$ cat config.mk
export PLATFORM = sky130hd
export DESIGN_NAME = cnn_top
export DESIGN_NICKNAME = d
export VERILOG_FILES = /design/src/verilog/cnn_pkg.sv /design/src/verilog/cnn_top.sv /design/src/verilog/conv_engine.sv /design/src/verilog/pool_relu_writer.sv /design/src/verilog/window_fetch.sv
export SDC_FILE = /design/constraint.sdc
export NUM_CORES = 2
export LEC_CHECK = 0
export BUFFER_PORTS_ARGS = -buffer_cell sky130_fd_sc_hd__buf_2
export CORE_AREA = 2 2 241 243
export CTS_CLUSTER_SIZE = 30
export DETAILED_ROUTE_END_ITERATION = 8
export DIE_AREA = 0 0 243 245
export GPL_TIMING_DRIVEN = 0
export PLACE_DENSITY_LB_ADDON = 0.25
export SLEW_MARGIN = 20
export SYNTH_ARGS = -nofsm -noshare
export SYNTH_HDL_FRONTEND = slang
export SYNTH_SLANG_ARGS = --single-unit
export TNS_END_PERCENT = 20
$ cat constraint.sdc
create_clock -name clk -period 9 [get_ports clk]
set_input_delay 1.8 -clock clk [delete_from_list [all_inputs] [get_ports clk]]
set_output_delay 1.8 -clock clk [all_outputs]
set_load 0.01 [all_outputs]
$ cat src/verilog/cnn_pkg.sv
`default_nettype none

package cnn_pkg;

	// ------------------------------
	// Bus and datapath widths
	// ------------------------------
	localparam int addr_w = 12;
	localparam int data_w = 16;
	localparam int pix_w  = 8;
	localparam int acc_w  = 20;
	localparam int dim_w  = 8;

	// Size word that terminates a run
	localparam logic [data_w-1:0] end_marker = 16'hffff;
	// Nine kernel bytes, high byte of the last word unused
	localparam int kernel_words = 5;
	localparam logic [pix_w-1:0] relu_max = 8'd127;
	// First write increments this to address 0
	localparam logic [addr_w-1:0] out_addr_start = 12'hfff;

	// ------------------------------
	// FSM encodings
	// ------------------------------
	localparam logic [2:0] fetch_idle        = 3'd0;
	localparam logic [2:0] fetch_read_size   = 3'd1;
	localparam logic [2:0] fetch_check_size  = 3'd2;
	localparam logic [2:0] fetch_read_window = 3'd3;
	localparam logic [2:0] fetch_check1      = 3'd4;
	localparam logic [2:0] fetch_check2      = 3'd5;
	localparam logic [2:0] fetch_done        = 3'd6;

	localparam logic [1:0] win_empty = 2'd0;
	localparam logic [1:0] win_fill  = 2'd1;
	localparam logic [1:0] win_mult  = 2'd2;

	// Input SRAM word, read either as a size or as two pixels
	typedef union packed {
		logic [data_w-1:0] size;
		struct packed {
			logic [pix_w-1:0] hi;
			logic [pix_w-1:0] lo;
		} pair;
	} sram_word_u;

endpackage

`default_nettype wire

$ cat src/verilog/cnn_top.sv
`timescale 1ns/1ps
`default_nettype none

module cnn_top (
	input  wire                          clk,
	input  wire                          reset_b,
	input  wire                          run,
	output logic                         busy,
	output logic [cnn_pkg::addr_w-1:0]   input_sram_read_address,
	input  wire  [cnn_pkg::data_w-1:0]   input_sram_read_data,
	output logic [cnn_pkg::addr_w-1:0]   weights_sram_read_address,
	input  wire  [cnn_pkg::data_w-1:0]   weights_sram_read_data,
	output logic                         output_sram_write_enable,
	output logic [cnn_pkg::addr_w-1:0]   output_sram_write_address,
	output logic [cnn_pkg::data_w-1:0]   output_sram_write_data
);

	// Fetch to convolution
	logic size_valid;
	logic pixel_valid;
	logic window_start;
	logic matrix_last;
	logic buffer_empty;

	// Convolution to writer
	logic                              conv_valid;
	logic                              conv_matrix_done;
	logic signed [cnn_pkg::acc_w-1:0]  conv_0;
	logic signed [cnn_pkg::acc_w-1:0]  conv_1;
	logic signed [cnn_pkg::acc_w-1:0]  conv_2;
	logic signed [cnn_pkg::acc_w-1:0]  conv_3;
	logic                              output_done;

	window_fetch fetch_i (
		.clk                     (clk),
		.reset_b                 (reset_b),
		.run                     (run),
		.input_sram_read_data    (input_sram_read_data),
		.buffer_empty            (buffer_empty),
		.output_done             (output_done),
		.busy                    (busy),
		.input_sram_read_address (input_sram_read_address),
		.size_valid              (size_valid),
		.pixel_valid             (pixel_valid),
		.window_start            (window_start),
		.matrix_last             (matrix_last)
	);

	conv_engine conv_i (
		.clk                       (clk),
		.reset_b                   (reset_b),
		.input_sram_read_data      (input_sram_read_data),
		.size_valid                (size_valid),
		.pixel_valid               (pixel_valid),
		.window_start              (window_start),
		.matrix_last               (matrix_last),
		.weights_sram_read_data    (weights_sram_read_data),
		.buffer_empty              (buffer_empty),
		.weights_sram_read_address (weights_sram_read_address),
		.conv_valid                (conv_valid),
		.conv_matrix_done          (conv_matrix_done),
		.conv_0                    (conv_0),
		.conv_1                    (conv_1),
		.conv_2                    (conv_2),
		.conv_3                    (conv_3)
	);

	pool_relu_writer writer_i (
		.clk                       (clk),
		.reset_b                   (reset_b),
		.busy                      (busy),
		.conv_valid                (conv_valid),
		.conv_matrix_done          (conv_matrix_done),
		.conv_0                    (conv_0),
		.conv_1                    (conv_1),
		.conv_2                    (conv_2),
		.conv_3                    (conv_3),
		.output_sram_write_enable  (output_sram_write_enable),
		.output_sram_write_address (output_sram_write_address),
		.output_sram_write_data    (output_sram_write_data),
		.output_done               (output_done)
	);

endmodule

`default_nettype wire

$ cat src/verilog/conv_engine.sv
`timescale 1ns/1ps
`default_nettype none

module conv_engine (
	input  wire                               clk,
	input  wire                               reset_b,
	input  wire cnn_pkg::sram_word_u          input_sram_read_data,
	input  wire                               size_valid,
	input  wire                               pixel_valid,
	input  wire                               window_start,
	input  wire                               matrix_last,
	input  wire  [cnn_pkg::data_w-1:0]        weights_sram_read_data,
	output logic                              buffer_empty,
	output logic [cnn_pkg::addr_w-1:0]        weights_sram_read_address,
	output logic                              conv_valid,
	output logic                              conv_matrix_done,
	output logic signed [cnn_pkg::acc_w-1:0]  conv_0,
	output logic signed [cnn_pkg::acc_w-1:0]  conv_1,
	output logic signed [cnn_pkg::acc_w-1:0]  conv_2,
	output logic signed [cnn_pkg::acc_w-1:0]  conv_3
);

	logic [1:0]                         state;
	logic [3:0]                         step;
	logic [3:0]                         step_next;
	logic                               push;
	logic                               last_tap;
	logic                               row_step;
	logic                               window_last;
	logic signed [cnn_pkg::pix_w-1:0]   win [16];
	logic signed [cnn_pkg::pix_w-1:0]   tap [4];
	logic signed [cnn_pkg::pix_w-1:0]   weight;
	logic signed [2*cnn_pkg::pix_w-1:0] mul [4];
	logic signed [cnn_pkg::acc_w-1:0]   prod [4];
	logic signed [cnn_pkg::acc_w-1:0]   acc [4];
	logic signed [cnn_pkg::acc_w-1:0]   result [4];

	// The size word shares the data bus and is never buffered
	assign push         = pixel_valid && !size_valid;
	assign buffer_empty = (state == cnn_pkg::win_empty);
	assign last_tap     = (step == 4'(2 * cnn_pkg::kernel_words - 2));
	// Taps 2 and 5 end a kernel row
	assign row_step     = (step == 4'd2) || (step == 4'd5);
	assign step_next    = step + 4'd1;

	// Weight word for the next tap, read one cycle ahead
	assign weights_sram_read_address = (state == cnn_pkg::win_mult)
		? {{(cnn_pkg::addr_w-3){1'b0}}, step_next[3:1]} : '0;

	// ------------------------------
	// Window FSM
	// ------------------------------
	always_ff @(posedge clk) begin
		if (!reset_b) begin
			state <= cnn_pkg::win_empty;
			step  <= '0;
		end else begin
			case (state)
				cnn_pkg::win_empty: begin
					if (push && window_start) begin
						state <= cnn_pkg::win_fill;
						step  <= 4'd1;
					end
				end
				cnn_pkg::win_fill: begin
					if (push) begin
						if (step == 4'd7) begin
							state <= cnn_pkg::win_mult;
							step  <= '0;
						end else begin
							step <= step_next;
						end
					end
				end
				cnn_pkg::win_mult: begin
					if (last_tap) begin
						state <= cnn_pkg::win_empty;
						step  <= '0;
					end else begin
						step <= step_next;
					end
				end
				default: state <= cnn_pkg::win_empty;
			endcase
		end
	end

	// Buffer is row-major, win[4*r + c]
	always_ff @(posedge clk) begin
		if (push) begin
			for (int i = 0; i < 14; i++) begin
				win[i] <= win[i + 2];
			end
			win[14] <= input_sram_read_data.pair.lo;
			win[15] <= input_sram_read_data.pair.hi;
		end else if (state == cnn_pkg::win_mult) begin
			// Move the next tap into the four read positions
			if (row_step) begin
				for (int i = 0; i < 14; i++) begin
					win[i] <= win[i + 2];
				end
				win[14] <= '0;
				win[15] <= '0;
			end else begin
				for (int i = 0; i < 15; i++) begin
					win[i] <= win[i + 1];
				end
				win[15] <= '0;
			end
		end
	end

	// ------------------------------
	// Multiply and accumulate
	// ------------------------------
	// Outputs 0..3 are top-left, top-right, bottom-left, bottom-right
	always_comb begin
		tap[0] = win[0];
		tap[1] = win[1];
		tap[2] = win[4];
		tap[3] = win[5];
		weight = step[0] ? weights_sram_read_data[2*cnn_pkg::pix_w-1:cnn_pkg::pix_w]
			: weights_sram_read_data[cnn_pkg::pix_w-1:0];
		for (int j = 0; j < 4; j++) begin
			mul[j]  = weight * tap[j];
			prod[j] = {{(cnn_pkg::acc_w-2*cnn_pkg::pix_w){mul[j][2*cnn_pkg::pix_w-1]}}, mul[j]};
		end
	end

	always_ff @(posedge clk) begin
		for (int j = 0; j < 4; j++) begin
			if (state == cnn_pkg::win_empty) begin
				acc[j] <= '0;
			end else if (state == cnn_pkg::win_mult) begin
				acc[j] <= acc[j] + prod[j];
			end
			if (state == cnn_pkg::win_mult && last_tap) begin
				result[j] <= acc[j] + prod[j];
			end
		end
	end

	assign conv_0 = result[0];
	assign conv_1 = result[1];
	assign conv_2 = result[2];
	assign conv_3 = result[3];

	// Matrix end follows the marked window's results
	always_ff @(posedge clk) begin
		if (!reset_b) begin
			window_last      <= 1'b0;
			conv_valid       <= 1'b0;
			conv_matrix_done <= 1'b0;
		end else begin
			if (state == cnn_pkg::win_empty && push && window_start) begin
				window_last <= matrix_last;
			end
			conv_valid       <= (state == cnn_pkg::win_mult) && last_tap;
			conv_matrix_done <= conv_valid && window_last;
		end
	end

endmodule

`default_nettype wire

$ cat src/verilog/pool_relu_writer.sv
`timescale 1ns/1ps
`default_nettype none

module pool_relu_writer (
	input  wire                               clk,
	input  wire                               reset_b,
	input  wire                               busy,
	input  wire                               conv_valid,
	input  wire                               conv_matrix_done,
	input  wire signed [cnn_pkg::acc_w-1:0]   conv_0,
	input  wire signed [cnn_pkg::acc_w-1:0]   conv_1,
	input  wire signed [cnn_pkg::acc_w-1:0]   conv_2,
	input  wire signed [cnn_pkg::acc_w-1:0]   conv_3,
	output logic                              output_sram_write_enable,
	output logic [cnn_pkg::addr_w-1:0]        output_sram_write_address,
	output logic [cnn_pkg::data_w-1:0]        output_sram_write_data,
	output logic                              output_done
);

	logic signed [cnn_pkg::acc_w-1:0] max_01;
	logic signed [cnn_pkg::acc_w-1:0] max_23;
	logic signed [cnn_pkg::acc_w-1:0] pool_max;
	logic [cnn_pkg::pix_w-1:0]        relu_val;
	logic [cnn_pkg::pix_w-1:0]        relu_q;
	logic [cnn_pkg::pix_w-1:0]        held;
	logic                             relu_valid;
	logic                             relu_done;
	logic                             pending;
	logic                             write_now;
	logic                             flush_seen;

	// ------------------------------
	// 2x2 max pool and ReLU clamp
	// ------------------------------
	always_comb begin
		max_01   = (conv_0 > conv_1) ? conv_0 : conv_1;
		max_23   = (conv_2 > conv_3) ? conv_2 : conv_3;
		pool_max = (max_01 > max_23) ? max_01 : max_23;
		if (pool_max[cnn_pkg::acc_w-1]) begin
			relu_val = '0;
		end else if (pool_max > $signed({{(cnn_pkg::acc_w-cnn_pkg::pix_w){1'b0}},
			cnn_pkg::relu_max})) begin
			relu_val = cnn_pkg::relu_max;
		end else begin
			relu_val = pool_max[cnn_pkg::pix_w-1:0];
		end
	end

	// A word goes out on the second value of a pair or on a pending flush
	assign write_now = pending && (relu_valid || relu_done);

	always_ff @(posedge clk) begin
		if (!reset_b) begin
			relu_valid                <= 1'b0;
			relu_done                 <= 1'b0;
			pending                   <= 1'b0;
			flush_seen                <= 1'b0;
			output_done               <= 1'b0;
			output_sram_write_enable  <= 1'b0;
			output_sram_write_address <= cnn_pkg::out_addr_start;
		end else begin
			relu_valid               <= conv_valid;
			relu_done                <= conv_matrix_done;
			flush_seen               <= relu_done;
			output_done              <= flush_seen;
			output_sram_write_enable <= write_now;
			if (relu_valid) begin
				pending <= !pending;
			end else if (relu_done) begin
				pending <= 1'b0;
			end
			// Addresses run on across matrices until the run ends
			if (!busy) begin
				output_sram_write_address <= cnn_pkg::out_addr_start;
			end else if (write_now) begin
				output_sram_write_address <= output_sram_write_address + 12'd1;
			end
		end
	end

	// Earlier value lands in the high byte
	always_ff @(posedge clk) begin
		if (conv_valid) begin
			relu_q <= relu_val;
		end
		if (relu_valid && !pending) begin
			held <= relu_q;
		end
		if (relu_valid && pending) begin
			output_sram_write_data <= {held, relu_q};
		end else if (relu_done && pending) begin
			output_sram_write_data <= {held, {cnn_pkg::pix_w{1'b0}}};
		end
	end

endmodule

`default_nettype wire

$ cat src/verilog/window_fetch.sv
`timescale 1ns/1ps
`default_nettype none

module window_fetch (
	input  wire                          clk,
	input  wire                          reset_b,
	input  wire                          run,
	input  wire cnn_pkg::sram_word_u     input_sram_read_data,
	input  wire                          buffer_empty,
	input  wire                          output_done,
	output logic                         busy,
	output logic [cnn_pkg::addr_w-1:0]   input_sram_read_address,
	output logic                         size_valid,
	output logic                         pixel_valid,
	output logic                         window_start,
	output logic                         matrix_last
);

	logic [2:0]                  state;
	logic [2:0]                  read_idx;
	logic                        reading;
	logic                        size_is_end;
	logic [cnn_pkg::dim_w-1:0]   size_n;
	logic [2:0]                  log2n;
	logic [cnn_pkg::dim_w-1:0]   row;
	logic [cnn_pkg::dim_w-1:0]   col;
	logic                        last_col;
	logic                        last_row;
	logic                        matrix_end;
	logic [cnn_pkg::addr_w-1:0]  base_addr;
	logic [cnn_pkg::addr_w-1:0]  pix_off;
	logic [cnn_pkg::addr_w-1:0]  win_addr;
	logic [cnn_pkg::addr_w-1:0]  row_off;
	logic [cnn_pkg::addr_w:0]    n_sq;
	logic [cnn_pkg::addr_w-1:0]  matrix_words;

	assign busy        = (state != cnn_pkg::fetch_idle);
	assign reading     = (state == cnn_pkg::fetch_read_window);
	assign size_is_end = (input_sram_read_data.size == cnn_pkg::end_marker);

	// Size decoder, sizes are powers of two from 4 to 64
	always_comb begin
		case (size_n)
			8'd8:    log2n = 3'd3;
			8'd16:   log2n = 3'd4;
			8'd32:   log2n = 3'd5;
			8'd64:   log2n = 3'd6;
			default: log2n = 3'd2;
		endcase
	end

	assign last_col = (col == size_n - 8'd4);
	assign last_row = (row == size_n - 8'd4);

	// ------------------------------
	// Address generation
	// ------------------------------
	// Word offset of the window corner is (row * N + col) / 2
	assign pix_off  = ({{(cnn_pkg::addr_w-cnn_pkg::dim_w){1'b0}}, row} << log2n)
		+ {{(cnn_pkg::addr_w-cnn_pkg::dim_w){1'b0}}, col};
	assign win_addr = base_addr + (pix_off >> 1) + 12'd1;
	// Each window row is N/2 words further on
	assign row_off  = ({{(cnn_pkg::addr_w-2){1'b0}}, read_idx[2:1]} << log2n) >> 1;

	// Pixel words of one matrix, N*N/2 (N=64 needs the extra bit)
	assign n_sq         = {{(cnn_pkg::addr_w+1-cnn_pkg::dim_w){1'b0}}, size_n} << log2n;
	assign matrix_words = n_sq[cnn_pkg::addr_w:1];

	always_comb begin
		if (reading) begin
			input_sram_read_address = win_addr + row_off
				+ {{(cnn_pkg::addr_w-1){1'b0}}, read_idx[0]};
		end else begin
			// Size word stays on the bus through the size check
			input_sram_read_address = base_addr;
		end
	end

	// ------------------------------
	// Control FSM
	// ------------------------------
	always_ff @(posedge clk) begin
		if (!reset_b) begin
			state    <= cnn_pkg::fetch_idle;
			read_idx <= '0;
		end else begin
			case (state)
				cnn_pkg::fetch_idle: begin
					if (run) begin
						state <= cnn_pkg::fetch_read_size;
					end
				end
				cnn_pkg::fetch_read_size: begin
					state <= cnn_pkg::fetch_check_size;
				end
				cnn_pkg::fetch_check_size: begin
					if (size_is_end) begin
						state <= cnn_pkg::fetch_done;
					end else if (buffer_empty) begin
						state <= cnn_pkg::fetch_read_window;
					end
				end
				cnn_pkg::fetch_read_window: begin
					read_idx <= read_idx + 3'd1;
					if (read_idx == 3'd7) begin
						state <= cnn_pkg::fetch_check1;
					end
				end
				cnn_pkg::fetch_check1: begin
					state <= cnn_pkg::fetch_check2;
				end
				cnn_pkg::fetch_check2: begin
					if (matrix_end) begin
						state <= cnn_pkg::fetch_read_size;
					end else if (buffer_empty) begin
						state <= cnn_pkg::fetch_read_window;
					end
				end
				cnn_pkg::fetch_done: begin
					if (output_done) begin
						state <= cnn_pkg::fetch_idle;
					end
				end
				default: state <= cnn_pkg::fetch_idle;
			endcase
		end
	end

	// Window walk, stride 2 along columns then rows
	always_ff @(posedge clk) begin
		if (!reset_b || !busy) begin
			base_addr  <= '0;
			row        <= '0;
			col        <= '0;
			matrix_end <= 1'b0;
		end else if (reading && read_idx == 3'd7) begin
			matrix_end <= last_col && last_row;
			if (!last_col) begin
				col <= col + 8'd2;
			end else begin
				col <= '0;
				if (last_row) begin
					row       <= '0;
					base_addr <= base_addr + matrix_words + 12'd1;
				end else begin
					row <= row + 8'd2;
				end
			end
		end
	end

	// Strobes line up with the read data
	always_ff @(posedge clk) begin
		if (!reset_b) begin
			size_valid   <= 1'b0;
			pixel_valid  <= 1'b0;
			window_start <= 1'b0;
			matrix_last  <= 1'b0;
		end else begin
			size_valid   <= (state == cnn_pkg::fetch_read_size);
			pixel_valid  <= reading;
			window_start <= reading && (read_idx == 3'd0);
			matrix_last  <= reading && (read_idx == 3'd0) && last_col && last_row;
		end
	end

	always_ff @(posedge clk) begin
		if (size_valid) begin
			size_n <= input_sram_read_data.size[cnn_pkg::dim_w-1:0];
		end
	end

endmodule

`default_nettype wire
==> impl_metrics.py <==
metrics = {
    "timing": {
        "layout_setup_ws_ns": 0.456,
        "fin_crit_ns": 8.54,
        "setup_violations": 0,
        "worst_pin_slew_ns": 1.15,
        "hold_viol": 0,
        "relSlewSlack": 0.214,
        "skew_ns": 0.0287,
        "fin_crit_sh": 0.949,
        "rsz0062_at_grt": "false",
        "finalMaxSlewViolations": 0,
        "fmax_ghz": 0.117,
    },
    "worst_setup_path": {
        "crit_required_ns": 7.20,
        "cp_max_fo": 10,
        "worstSetupEndpointType": "primary output",
        "slowest_delay_ns": 0.51,
        "arrival_ns": 6.74,
        "worst-path-buf-inv": 6,
        "crit_family": "simple AND/OR/NAND/NOR gates",
        "critPathSlowestCell": "or4b_4",
        "path_class": "flip-flop to primary output",
        "cp-start-kind": "flip-flop",
    },
    "clock_network": {
        "clock-sinks": 392,
        "h-tree-depth": 2,
        "clockBufferDepth": 3,
        "numCtsBuffers": 46,
        "clk_pin_slew_ns": 0.06,
        "postCtsHoldBufs": 0,
        "worstSkewPairLatency_ns": 0.62,
        "cts_tree": "done",
        "root_buffer": "clkbuf_16",
    },
    "cells_and_area": {
        "nNetsFinal": 4218,
        "area_delta_synth_final_pct": 9.30,
        "n_fill_cell": 4729,
        "drive_gt1_frac": 0.0595,
        "final_util": 0.647,
        "antenna_cells": 0,
    },
    "die": {
        "core_area_um2": 57000,
        "dieArea_um2": 59500,
        "die_h_um": 245,
        "start_util": 0.592,
        "num_rows": 88,
        "die_w_um": 243,
        "ioPinCount": 89,
    },
    "synthesis": {
        "synth_edf_count": 328,
        "syn_area_um2": 33800,
        "synth_seq_cells": 392,
        "netlist-cell-type-count": 71,
        "avgSynthCellArea_um2": 10.0,
        "yosys_most_used_dff": "edfxtp_1",
        "ys_async_sr_fraction": 0,
        "yosys_warnings": 0,
        "synthCells": 3376,
        "yosysSeqAreaShare": 0.330,
    },
    "routing": {
        "drc_errors": 0,
        "detail-route-antenna-nets": 0,
        "vias_per_cell": 5.40,
        "wl_per_cell_um": 18.0,
        "num_vias": 23400,
        "drtIter0Drc": 1703,
        "drt_first_pass_iters": 6,
        "wirelength_um": 77900,
    },
    "placement": {
        "dp_hpwl_um": 61800,
        "gp_congestion": 0.932,
        "dp_slack_ns": -0.537,
        "io_buffers": 79,
    },
    "hold_path": {
        "hp-class": "flip-flop to flip-flop",
    },
    "global_routing": {
        "track_usage": 0.272,
        "antenna_found_initial": 2,
        "grt_pass1_vias": 23500,
        "grt_pass1_wl_um": 126000,
        "grt_max_degree": 42,
        "globalRoute.totalOverflow": 0,
    },
    "status": {
        "status": "completed",
    },
    "run": {
        "cap_viol_max_count": 0,
    },
}
metal layers:
metal  vias to the layer above  routed length [um]  track usage
li1                      11200                   -            -
met5                         -                  22            0
met1                     11400               33500        0.369
met2                       672               36600        0.449
met3                       155                4730       0.0379
met4                         2                2990        0.102
through the flow:
| step | cell area (um2) | hold WS (ns) | cells | TNS, ns |
|---|---|---|---|---|
| finish | 36900 | 0.419 | 4327 | 0 |
| global route | 36900 | 0.424 | 4327 | 0 |
| CTS | 36900 | 0.420 | 4324 | 0 |
| detailed placement | 35400 | 0.406 | 4242 | -2.84 |
| global placement | 35200 | 0.401 | 4236 | -1.82 |
| floorplan | 33800 | 0.400 | 3392 | 0 |
worst paths after layout:
path         cells past startpoint               from  slack, ns                                 end
max                             29  fetch_i.size_n[2]       0.46         input_sram_read_address[11]
min                              0   writer_i.held[0]       0.42  writer_i.output_sram_write_data[8]
max reg2reg                     20     conv_i.step[0]       0.96                   conv_i.acc[0][19]
min reg2reg                      0   writer_i.held[0]       0.42  writer_i.output_sram_write_data[8]
placed cells by master, fill, tap and decap left out, drive strengths merged, types with 28 or more instances in the layout:
cell,instances
nand2,606
inv,548
fa,363
edfxtp,328
ha,293
and2,215
clkbuf,164
a21oi,129
nor2,108
buf,106
xnor2,92
o21ai,80
dfxtp,64
xor2,55
mux2i,31
nand3,30
nor3,28
final cells by class:
class,count,area [um2],area share
multi-input combinational,2330,20200,0.547
inverter,546,2050,0.0555
timing repair buffer,88,553,0.0150
sequential,392,11100,0.301
clock buffer,59,1240,0.0336
clock inverter,24,287,0.00776
tap,765,957,0.0259
buffer,123,502,0.0136
cells in the mapped netlist (all sizes together), types with 7 or more instances:
cell    count  area share
xor2       55       0.014
fa        363        0.22
mux2i      31      0.0092
edfxtp    328        0.29
o31ai      14      0.0031
and3       26      0.0048
mux2       12      0.0041
a211o       7      0.0018
a211oi     13      0.0030
o21ai      80       0.012
nor4       18      0.0033
or3        16      0.0030
nand2     606       0.067
inv       546       0.061
nand4      17      0.0031
nor2b      15      0.0030
a21o       25      0.0056
buf        18      0.0031
nor2      108       0.012
a21oi     129       0.019
a221oi      7      0.0018
o21a       14      0.0031
dfxtp      64       0.038
nor3       28      0.0041
nand3      30      0.0044
o21bai      7      0.0016
xnor2      92       0.024
a22o        8      0.0021
nand2b     13      0.0024
or2         8      0.0015
and2      215       0.040
ha        293        0.11
clkbuf    106       0.012
sequential cells by signal (all words and copies together), names as in the netlist, 12 cells and up:
register and count:
conv_i.result 80, writer_i.output_sram_write_address 12, conv_i.win 128, writer_i.output_sram_write_data 16, conv_i.acc 80, fetch_i.base_addr 12
cell families after synthesis:
kind of cell	Yosys count	share of synthesized area
multiplexers	45	0.0147
other	2	0.000222
XOR/XNOR	148	0.0388
buffers and inverters	670	0.0756
adder cells (fa/ha/maj)	656	0.324
AO/OA/AOI/OAI	341	0.0620
AND/OR/NAND/NOR	1122	0.155
flip-flops	392	0.330
repair_timing:
action	in CTS	in global routing
pin swaps	0	1
gates resized for setup	0	1
endpoints found under the setup margin	1	2
setup buffers	0	3
Power is not shown: default switching activity piles up to over one toggle a cycle in this logic, so the estimate is an artifact.
